## src/tm1637_cfg.svh

```systemverilog
`ifndef TM1637_CFG_SVH
`define TM1637_CFG_SVH

// Step ROM geometry.
`define STEP_ADDR_WIDTH 4       // 16 steps in the program.
`define STEP_TIME_WIDTH 24      // Start time field and elapsed counter.
`define REPEAT_WIDTH    15      // repeat_hi and tx_data joined.

// Write flag sits at bit 2 of the step, which is bit 2 of repeat_hi.
`define STEP_WRITE_BIT  2

// Start time spacing between consecutive ROM steps, in clock cycles.
`define STEP_TIME_GAP   4

// TM1637 two-wire timing.
`define HALF_BIT_CYCLES 4       // Cycles per pin phase.
`define TX_BITS         8       // Data bits per byte; the ack clock follows.

// Debug board.
`define LED_COUNT       4       // Also the number of switches.

`endif

```

## src/tm1637_pkg.sv

```systemverilog
`include "tm1637_cfg.svh"

package tm1637_pkg;

    // Encoded program step, 48 bits, most significant field first.
    typedef struct packed {
        logic                        backward;       // Jump back instead of forward.
        logic [2:0]                  next_offset;    // Jump distance, 0 means no jump.
        logic [3:0]                  reserved;
        logic [`STEP_TIME_WIDTH-1:0] start_time;     // Earliest elapsed time to run.
        logic [`TX_BITS-1:0]         tx_data;        // Byte to send, or low repeat bits.
        logic                        should_repeat;  // Repeat load step.
        logic [6:0]                  repeat_hi;      // High repeat bits; holds the write flag.
    } step_t;

    // Send request from the sequencer to the serializer.
    typedef struct packed {
        logic                start;  // One cycle strobe.
        logic [`TX_BITS-1:0] data;
    } tx_cmd_t;

    // Sequencer state for the debug LEDs.
    typedef struct packed {
        logic [`STEP_ADDR_WIDTH-1:0] step_id;
        logic                        waiting_time;  // Start time not reached yet.
        logic                        waiting_tx;    // Byte in flight.
        logic                        done;          // Program halted.
    } seq_status_t;

endpackage

```

## src/step_rom.sv

```systemverilog
`timescale 1ns/1ps
`include "tm1637_cfg.svh"

module step_rom import tm1637_pkg::*; (
    input  logic [`STEP_ADDR_WIDTH-1:0] addr,
    output step_t                       step
);

    // Write step that sends one byte and may loop by an offset afterwards.
    function automatic step_t write_step(
        input int unsigned         t,
        input logic [`TX_BITS-1:0] data,
        input logic                back,
        input logic [2:0]          ofs
    );
        step_t s;
        s = '0;
        s.start_time = `STEP_TIME_WIDTH'(t);
        s.tx_data = data;
        s.backward = back;
        s.next_offset = ofs;
        s.repeat_hi[`STEP_WRITE_BIT] = 1'b1;  // Only valid with should_repeat clear.
        return s;
    endfunction

    // Repeat step with the count split over repeat_hi and tx_data.
    function automatic step_t repeat_step(
        input int unsigned              t,
        input logic [`REPEAT_WIDTH-1:0] count
    );
        step_t s;
        s = '0;
        s.start_time = `STEP_TIME_WIDTH'(t);
        s.should_repeat = 1'b1;
        {s.repeat_hi, s.tx_data} = count;
        return s;
    endfunction

    localparam int unsigned GAP = `STEP_TIME_GAP;

    // TM1637 power-on program.
    always_comb begin
        case (addr)
            `STEP_ADDR_WIDTH'd0: step = write_step(GAP * 1, 8'h40, 1'b0, 3'd0);  // Data command.
            `STEP_ADDR_WIDTH'd1: step = repeat_step(GAP * 2, 15'd3);             // Three loops back.
            `STEP_ADDR_WIDTH'd2: step = write_step(GAP * 3, 8'hc0, 1'b0, 3'd0);  // First digit.
            `STEP_ADDR_WIDTH'd3: step = write_step(GAP * 4, 8'h88, 1'b1, 3'd1);  // Dim display on.
            `STEP_ADDR_WIDTH'd4: step = write_step(GAP * 5, 8'h8f, 1'b0, 3'd0);  // Max brightness.
            default:             step = '0;  // Halt step with no write, repeat or jump.
        endcase
    end

endmodule

```

## src/step_sequencer.sv

```systemverilog
`timescale 1ns/1ps
`include "tm1637_cfg.svh"

module step_sequencer import tm1637_pkg::*; (
    input  logic                        temp_clk_led,
    input  logic                        rst_n,
    input  step_t                       step,
    output logic [`STEP_ADDR_WIDTH-1:0] addr,
    output tx_cmd_t                     tx_cmd,
    input  logic                        tx_done,
    output seq_status_t                 status
);

    typedef enum logic [1:0] {
        S_WAIT_TIME,  // Wait for start time, then decode the step.
        S_ISSUE,      // Start strobe for a write step.
        S_WAIT_DONE,  // Byte on the pins.
        S_HALTED
    } seq_state_t;

    seq_state_t                  state;
    logic [`STEP_TIME_WIDTH-1:0] elapsed;
    logic [`STEP_TIME_WIDTH-1:0] saved_elapsed;  // Elapsed time at the repeat load.
    logic [`REPEAT_WIDTH-1:0]    repeat_count;
    logic                        time_reached;
    logic                        is_write;
    logic                        is_halt;
    logic                        take_jump;
    logic [`STEP_ADDR_WIDTH-1:0] offset;
    logic [`STEP_ADDR_WIDTH-1:0] jump_addr;

    assign time_reached = elapsed >= step.start_time;

    // The write flag only counts on non-repeat steps.
    assign is_write = !step.should_repeat && step.repeat_hi[`STEP_WRITE_BIT];
    assign is_halt  = !step.should_repeat && !is_write && !step.backward &&
                      (step.next_offset == 3'd0);

    // Loop only while repeats are left.
    assign take_jump = (step.next_offset != 3'd0) && (repeat_count != '0);
    assign offset    = `STEP_ADDR_WIDTH'(step.next_offset);
    assign jump_addr = step.backward ? addr - offset : addr + offset;

    always_ff @(posedge temp_clk_led) begin
        if (!rst_n) begin
            state         <= S_WAIT_TIME;
            addr          <= '0;
            elapsed       <= '0;
            saved_elapsed <= '0;
            repeat_count  <= '0;
        end else begin
            case (state)
                S_WAIT_TIME: begin
                    if (!time_reached) begin
                        elapsed <= elapsed + 1'b1;  // Count only while waiting.
                    end else if (step.should_repeat) begin
                        // Load the count and remember where the loop starts in time.
                        repeat_count  <= {step.repeat_hi, step.tx_data};
                        saved_elapsed <= elapsed;
                        addr          <= addr + 1'b1;
                    end else if (is_write) begin
                        state <= S_ISSUE;
                    end else if (is_halt) begin
                        state <= S_HALTED;
                    end else begin
                        addr <= addr + 1'b1;  // Jump-only step without a write just advances.
                    end
                end
                S_ISSUE: state <= S_WAIT_DONE;  // Strobe lasts this one cycle.
                S_WAIT_DONE: begin
                    if (tx_done) begin
                        state <= S_WAIT_TIME;
                        if (take_jump) begin
                            repeat_count <= repeat_count - 1'b1;
                            elapsed      <= saved_elapsed;  // Replay the loop timing.
                            addr         <= jump_addr;
                        end else begin
                            addr <= addr + 1'b1;
                        end
                    end
                end
                default: state <= S_HALTED;  // Stays here until reset.
            endcase
        end
    end

    // The step stays on addr until the byte is done, so data is stable.
    assign tx_cmd = '{start: (state == S_ISSUE), data: step.tx_data};

    assign status = '{
        step_id:      addr,
        waiting_time: (state == S_WAIT_TIME) && !time_reached,
        waiting_tx:   (state == S_ISSUE) || (state == S_WAIT_DONE),
        done:         (state == S_HALTED)
    };

    // One byte outstanding at most: no new start until the serializer reports done.
    a_one_outstanding: assert property (@(posedge temp_clk_led) disable iff (!rst_n)
        tx_cmd.start |=> (!tx_cmd.start throughout tx_done[->1]))
        else $error("start raised while a byte is outstanding");

endmodule

```

## src/tm1637_byte_tx.sv

```systemverilog
`timescale 1ns/1ps
`include "tm1637_cfg.svh"

module tm1637_byte_tx import tm1637_pkg::*; (
    input  logic    temp_clk_led,
    input  logic    rst_n,
    input  tx_cmd_t tx_cmd,
    output logic    tx_done,
    output logic    busy,
    output logic    tm1637_clk,
    output logic    tm1637_dio
);

    localparam int                   DIV_WIDTH = $clog2(`HALF_BIT_CYCLES + 1);
    localparam logic [DIV_WIDTH-1:0] DIV_LAST  = DIV_WIDTH'(`HALF_BIT_CYCLES - 1);
    localparam logic [3:0]           ACK_BIT   = 4'(`TX_BITS);  // Ninth clock index.

    typedef enum logic [2:0] {
        TX_IDLE,
        TX_START,      // Data low, clock high.
        TX_LOW,        // Clock low, data changes on the first cycle.
        TX_HIGH,       // Clock high, data sampled by the chip.
        TX_STOP_LOW,   // Pull data low for the stop.
        TX_STOP_HIGH,  // Clock back high.
        TX_STOP_END    // Data released, idle gap before done.
    } tx_state_t;

    tx_state_t            state;
    logic [DIV_WIDTH-1:0] div_cnt;  // Cycle within the current pin phase.
    logic [3:0]           bit_cnt;  // 0..7 data, 8 ack.
    logic [`TX_BITS-1:0]  shift_reg;
    logic                 phase_first;
    logic                 phase_end;

    assign phase_first = (div_cnt == '0);
    assign phase_end   = (div_cnt == DIV_LAST);
    assign busy        = (state != TX_IDLE);

    // Only one pin moves on any edge, so start and stop never look ambiguous.
    always_ff @(posedge temp_clk_led) begin
        if (!rst_n) begin
            state      <= TX_IDLE;
            div_cnt    <= '0;
            bit_cnt    <= '0;
            tm1637_clk <= 1'b1;  // Bus idles high.
            tm1637_dio <= 1'b1;
            tx_done    <= 1'b0;
        end else begin
            tx_done <= 1'b0;
            div_cnt <= (state == TX_IDLE || phase_end) ? '0 : div_cnt + 1'b1;
            case (state)
                TX_IDLE: begin
                    if (tx_cmd.start) begin
                        tm1637_dio <= 1'b0;  // Start: data falls, clock high.
                        bit_cnt    <= '0;
                        state      <= TX_START;
                    end
                end
                TX_START: begin
                    if (phase_end) begin
                        tm1637_clk <= 1'b0;
                        state      <= TX_LOW;
                    end
                end
                TX_LOW: begin
                    if (phase_first)
                        tm1637_dio <= shift_reg[0];  // LSB first; ones after eight shifts.
                    if (phase_end) begin
                        tm1637_clk <= 1'b1;
                        state      <= TX_HIGH;
                    end
                end
                TX_HIGH: begin
                    if (phase_end) begin
                        tm1637_clk <= 1'b0;
                        if (bit_cnt == ACK_BIT) begin
                            state <= TX_STOP_LOW;
                        end else begin
                            bit_cnt <= bit_cnt + 1'b1;
                            state   <= TX_LOW;
                        end
                    end
                end
                TX_STOP_LOW: begin
                    if (phase_first)
                        tm1637_dio <= 1'b0;
                    if (phase_end) begin
                        tm1637_clk <= 1'b1;
                        state      <= TX_STOP_HIGH;
                    end
                end
                TX_STOP_HIGH: begin
                    if (phase_end) begin
                        tm1637_dio <= 1'b1;  // Stop: data rises, clock high.
                        state      <= TX_STOP_END;
                    end
                end
                TX_STOP_END: begin
                    if (phase_end) begin
                        tx_done <= 1'b1;
                        state   <= TX_IDLE;
                    end
                end
                default: state <= TX_IDLE;
            endcase
        end
    end

    // Shift in ones so the ack clock sees data released.
    always_ff @(posedge temp_clk_led) begin
        if (state == TX_IDLE && tx_cmd.start)
            shift_reg <= tx_cmd.data;
        else if (state == TX_HIGH && phase_end)
            shift_reg <= {1'b1, shift_reg[`TX_BITS-1:1]};
    end

    a_done_pulse: assert property (@(posedge temp_clk_led) disable iff (!rst_n)
        tx_done |=> !tx_done)
        else $error("tx_done longer than one cycle");

    // The sequencer has no back-pressure, so a start must find us idle.
    a_start_idle: assert property (@(posedge temp_clk_led) disable iff (!rst_n)
        tx_cmd.start |-> !busy)
        else $error("start while a byte is in flight");

endmodule

```

## src/debug_led_mux.sv

```systemverilog
`timescale 1ns/1ps
`include "tm1637_cfg.svh"

module debug_led_mux import tm1637_pkg::*; (
    input  logic                  rst_n,
    input  logic [`LED_COUNT-1:0] switches,  // Active low, switch 0 is the top bit.
    input  seq_status_t           status,
    input  logic                  busy,
    input  logic                  tm1637_clk,
    input  logic                  tm1637_dio,
    output logic [`LED_COUNT-1:0] led        // Active low, reversed order.
);

    logic [`LED_COUNT-1:0] norm_sw;
    logic [`LED_COUNT-1:0] shown;  // Value to display, 1 means lit.

    // Down is 0, up is 1; switch 0 becomes the most significant bit.
    always_comb begin
        for (int i = 0; i < `LED_COUNT; i++)
            norm_sw[i] = ~switches[`LED_COUNT-1-i];
    end

    always_comb begin
        case (norm_sw)
            'd0:     shown = `LED_COUNT'(status.step_id);
            'd1:     shown = {tm1637_clk, ~tm1637_clk, tm1637_dio, ~tm1637_dio};  // Pin pairs.
            'd2:     shown = {status.waiting_time, status.waiting_tx, busy, status.done};
            default: shown = norm_sw;  // Echo the switches.
        endcase
    end

    // All LEDs lit in reset; otherwise inverted and bit reversed onto the pins.
    always_comb begin
        led = '0;
        if (rst_n) begin
            for (int i = 0; i < `LED_COUNT; i++)
                led[i] = ~shown[`LED_COUNT-1-i];
        end
    end

endmodule

```

## src/tm1637_init_top.sv

```systemverilog
`timescale 1ns/1ps
`include "tm1637_cfg.svh"

module tm1637_init_top import tm1637_pkg::*; (
    input  logic                  temp_clk_led,
    input  logic                  rst_n,
    input  logic [`LED_COUNT-1:0] switches,
    output logic                  tm1637_clk,
    output logic                  tm1637_dio,
    output logic [`LED_COUNT-1:0] led
);

    logic [`STEP_ADDR_WIDTH-1:0] addr;     // Current step index.
    step_t                       step;     // Step at addr, same cycle.
    tx_cmd_t                     tx_cmd;
    logic                        tx_done;
    logic                        busy;
    seq_status_t                 status;

    step_rom u_rom (
        .addr (addr),
        .step (step)
    );

    step_sequencer u_seq (
        .temp_clk_led (temp_clk_led),
        .rst_n        (rst_n),
        .step         (step),
        .addr         (addr),
        .tx_cmd       (tx_cmd),
        .tx_done      (tx_done),
        .status       (status)
    );

    tm1637_byte_tx u_tx (
        .temp_clk_led (temp_clk_led),
        .rst_n        (rst_n),
        .tx_cmd       (tx_cmd),
        .tx_done      (tx_done),
        .busy         (busy),
        .tm1637_clk   (tm1637_clk),
        .tm1637_dio   (tm1637_dio)
    );

    // Reads back the pins it drives, for the pin view on the LEDs.
    debug_led_mux u_led (
        .rst_n      (rst_n),
        .switches   (switches),
        .status     (status),
        .busy       (busy),
        .tm1637_clk (tm1637_clk),
        .tm1637_dio (tm1637_dio),
        .led        (led)
    );

endmodule

```

## config.mk

```make
export PLATFORM = sky130hd
export DESIGN_NAME = tm1637_init_top
export DESIGN_NICKNAME = d
export VERILOG_FILES = /design/src/tm1637_pkg.sv /design/src/step_rom.sv /design/src/step_sequencer.sv /design/src/tm1637_byte_tx.sv /design/src/debug_led_mux.sv /design/src/tm1637_init_top.sv
export VERILOG_INCLUDE_DIRS = /design/src
export SDC_FILE = /design/constraint.sdc
export NUM_CORES = 1
export LEC_CHECK = 0
export BUFFER_PORTS_ARGS = -buffer_cell sky130_fd_sc_hd__buf_2
export CORE_ASPECT_RATIO = 1.2
export CORE_UTILIZATION = 43
export CTS_CLUSTER_DIAMETER = 40
export DETAILED_ROUTE_END_ITERATION = 12
export PLACE_DENSITY = 0.68
export SYNTH_ARGS = -nofsm -noshare
export SYNTH_HDL_FRONTEND = slang
export SYNTH_SLANG_ARGS = --single-unit
export TNS_END_PERCENT = 100
```

## constraint.sdc

```tcl
create_clock -name temp_clk_led -period 2.6 [get_ports temp_clk_led]
set_clock_uncertainty 0.05 [all_clocks]
set_input_delay 0.26 -clock temp_clk_led [delete_from_list [all_inputs] [get_ports temp_clk_led]]
set_output_delay 0.26 -clock temp_clk_led [all_outputs]
set_load 0.05 [all_outputs]
```

==> flow_summary.ini <==
[run_status]
status = finished with violations
violations = setup timing

[cells_and_area]
layout.cells.non_filler = 777
fin_nets = 671
reg_top3 = u_seq.elapsed (24), u_seq.saved_elapsed (24), u_seq.repeat_count (15)
layout-drive-gt1-share_pct = 25.6
fillers = 882
synthToLayoutAreaGrowth_pct = 32.9
antenna_cells = 0

[setup_path]
critPathRequiredTime_ns = 2.78
crit_type = reg -> reg
critPathBufInv = 6
crit_path_frequent_cell = buf_6
worst_path_largest_cell_delay_ns = 0.44
cp_cell_sequence = inv_4, ha_4, nand2_4, a21o_1, ha_4, nor4_4, nand3_2, buf_6, buf_6, buf_6, buf_6, buf_6, nor4_1, nand3_1, o21ai_0, o22ai_1
crit_arrival_ns = 3.33
cp_max_fo = 3
cpMaxStageDelayCell = nor4_1
cp_top_family = simple AND/OR/NAND/NOR gates
end_kind = flop
cp-start-kind = flop

[timing]
tightest_slew_ns = 0.841
maxSlewHeadroom_pct = 43.9
final.setup.tns_ns = -22.86
finalSetupViolCount = 70
finalHoldViolations = 0
rsz0062_at_grt = yes
fin_crit_ns = 3.15
max_freq_mhz = 317
hold-worst-slack_ns = 0.142
period_share_pct = 121
layout_setup_ws_ns = -0.552
drv_slew = 0

[cts]
cts_tree = done
cts-buffers-inserted = 9
clk_path_buf_depth = 2
clockRootBuffer = clkbuf_16
htreeDepth = 3
clk_pin_slew_ns = 0.07
cts.sinks = 90
clk_latency_ns = 0.35

[grt]
antenna_found_initial = 0
track_usage_pct = 23.9
grt_max_degree = 53
grt_pass1_wl_um = 22300
overflow = 0
grt_pass1_vias = 4657

[logic_synthesis]
ys_ff_latch = 90
yosys_warnings = 0
yosysSeqAreaShare_pct = 39.4
synth_cell_types = 66
avgSynthCellArea_um2 = 8.34
synth_cells = 573
synth_ff_type = dfxtp_1
synthArstFlopShare_pct = 0
synth_edf_count = 8
synth_area_um2 = 4780
postSynthNetCount = 601

[floorplanning]
initial_core_util_pct = 44.8
io_pins = 12
row_count = 41
die_width_um = 98.2
core_um2 = 10700
die_h_um = 117
die_area_um2 = 11500

[route]
vias = 4705
ant_nets = 0
wl_per_cell_um = 18.4
routed_via_density = 6.06
wl_met3_um = 531
drt-pass1-iter-count = 7
highest_layer = met4
met1_length_um = 5790
drt-total-wl_um = 14300
wl_met2_um = 7460
drt_iter0_drc = 411
drcViolationCount = 0

[pwr]
p_total_mw = 5.01
ir_drop_mv = 0.460
p_per_area_nw_per_um2 = 788
power_leakage_nw = 2.56

[flow_run]
cap_violations = 0

[placed_design]
place.gp.congestion = 0.831
io_buffers = 11
post-dp-hpwl_um = 8730
dp_cells = 731
pre_cts_ws_ns = -0.338

[worst_hold_path]
hold_path_class = in -> reg
## kinds of logic after synthesis
logic type	Yosys count	synth area share [%]
XOR/XNOR	2	0.367
buffers and inverters	54	4.63
AO/OA/AOI/OAI	143	20.3
adder cells (fa/ha/maj)	22	5.76
AND/OR/NAND/NOR	234	23.7
multiplexers	28	5.86
flip-flops	90	39.4
## layout make-up
| cell class | count | area (um2) | share of cell area (%) |
|---|---|---|---|
| clock buffer | 10 | 239 | 3.76 |
| clock inverter | 6 | 86.3 | 1.36 |
| inverter | 26 | 103 | 1.62 |
| multi-input combinational | 429 | 3000 | 47.3 |
| sequential | 90 | 1890 | 29.8 |
| tap | 129 | 161 | 2.54 |
| timing repair buffer | 87 | 868 | 13.7 |
## synthesized netlist by cell type, drive strengths merged (2+ instances only)
library cell | n | area (um2)
a2111oi | 2 | 17.5
a211oi | 5 | 37.5
a21o | 6 | 45.0
a21oi | 39 | 218
a22o | 2 | 17.5
a22oi | 8 | 60.1
a2bb2oi | 3 | 26.3
a31oi | 5 | 31.3
a41oi | 2 | 17.5
and2 | 6 | 37.5
and3b | 3 | 26.3
buf | 10 | 56.3
clkbuf | 18 | 67.6
dfxtp | 82 | 1640
edfxtp | 8 | 240
ha | 22 | 275
inv | 25 | 93.8
mux2i | 28 | 280
nand2 | 69 | 262
nand2b | 11 | 68.8
nand3 | 19 | 95.1
nand3b | 2 | 15.0
nand4 | 9 | 56.3
nand4b | 4 | 35.0
nor2 | 64 | 243
nor3 | 17 | 85.1
nor3b | 4 | 30.0
nor4 | 13 | 87.6
o211ai | 5 | 37.5
o21ai | 29 | 145
o22ai | 10 | 62.6
o2bb2ai | 8 | 70.1
o31ai | 2 | 28.8
o32ai | 2 | 17.5
o41ai | 2 | 17.5
or2 | 4 | 25.0
or3 | 5 | 36.3
xor2 | 2 | 17.5
## cells in the final DEF, fill, tap and decap left out, types with 8 or more instances in the layout
cell       count
dfxtp_1       80
buf_4         47
nor3_1        16
nor4_1        11
a21oi_1       31
o21ai_0       23
edfxtp_1       8
buf_6         18
nand2_1       64
buf_2         10
clkbuf_16     10
nand2b_1      10
nand3_1       17
mux2i_1       27
nand4_1        9
ha_1          17
nor2_1        60
inv_1         23
## final timing paths
| kind | start | to | slack, ns | depth (start not counted) |
|---|---|---|---|---|
| worst max register to register | u_seq.addr[0]$_SDFFE_PN0P_ | u_seq.elapsed[4]$_SDFFE_PN0P_ | -0.55 | 16 |
| worst min-delay path | rst_n | u_tx.tm1637_dio$_SDFFE_PN1P_ | 0.14 | 2 |
| worst min register to register | u_seq.repeat_count[14]$_SDFFE_PN0P_ | u_seq.repeat_count[14]$_SDFFE_PN0P_ | 0.40 | 2 |
| worst max-delay path | u_seq.addr[0]$_SDFFE_PN0P_ | u_seq.elapsed[4]$_SDFFE_PN0P_ | -0.55 | 16 |
## timing repair
item / CTS / global route
cloned: 3 / 2
pin swaps: 19 / 16
setup endpoints to repair: 69 / 70
setup buffers: 17 / 16
hold buffers: 0 / 0
gates resized for setup: 46 / 51
endpoints found under the hold margin: 0 / 0
## report_power, final
| part | internal, mW | switching [mW] |
|---|---|---|
| clock | 0.871 | 0.561 |
| combinational | 0.820 | 1.15 |
| sequential | 1.52 | 0.0859 |
| total | 3.21 | 1.79 |
## metal layers
layer | global-route usage (%) | vias up
li1 | - | 2227
met1 | 27.2 | 2296
met2 | 42.3 | 132
met5 | 0 | -
met4 | 12.2 | 0
met3 | 4.51 | 50
## stage by stage
stage               area (um2)  utilization, %
floorplan                 4840               -
global placement          5320            49.8
detailed placement        5320            49.8
CTS                       6010            56.3
global route              6350            59.5
finish                    6350            59.5
(Power assumes the default switching activity.)
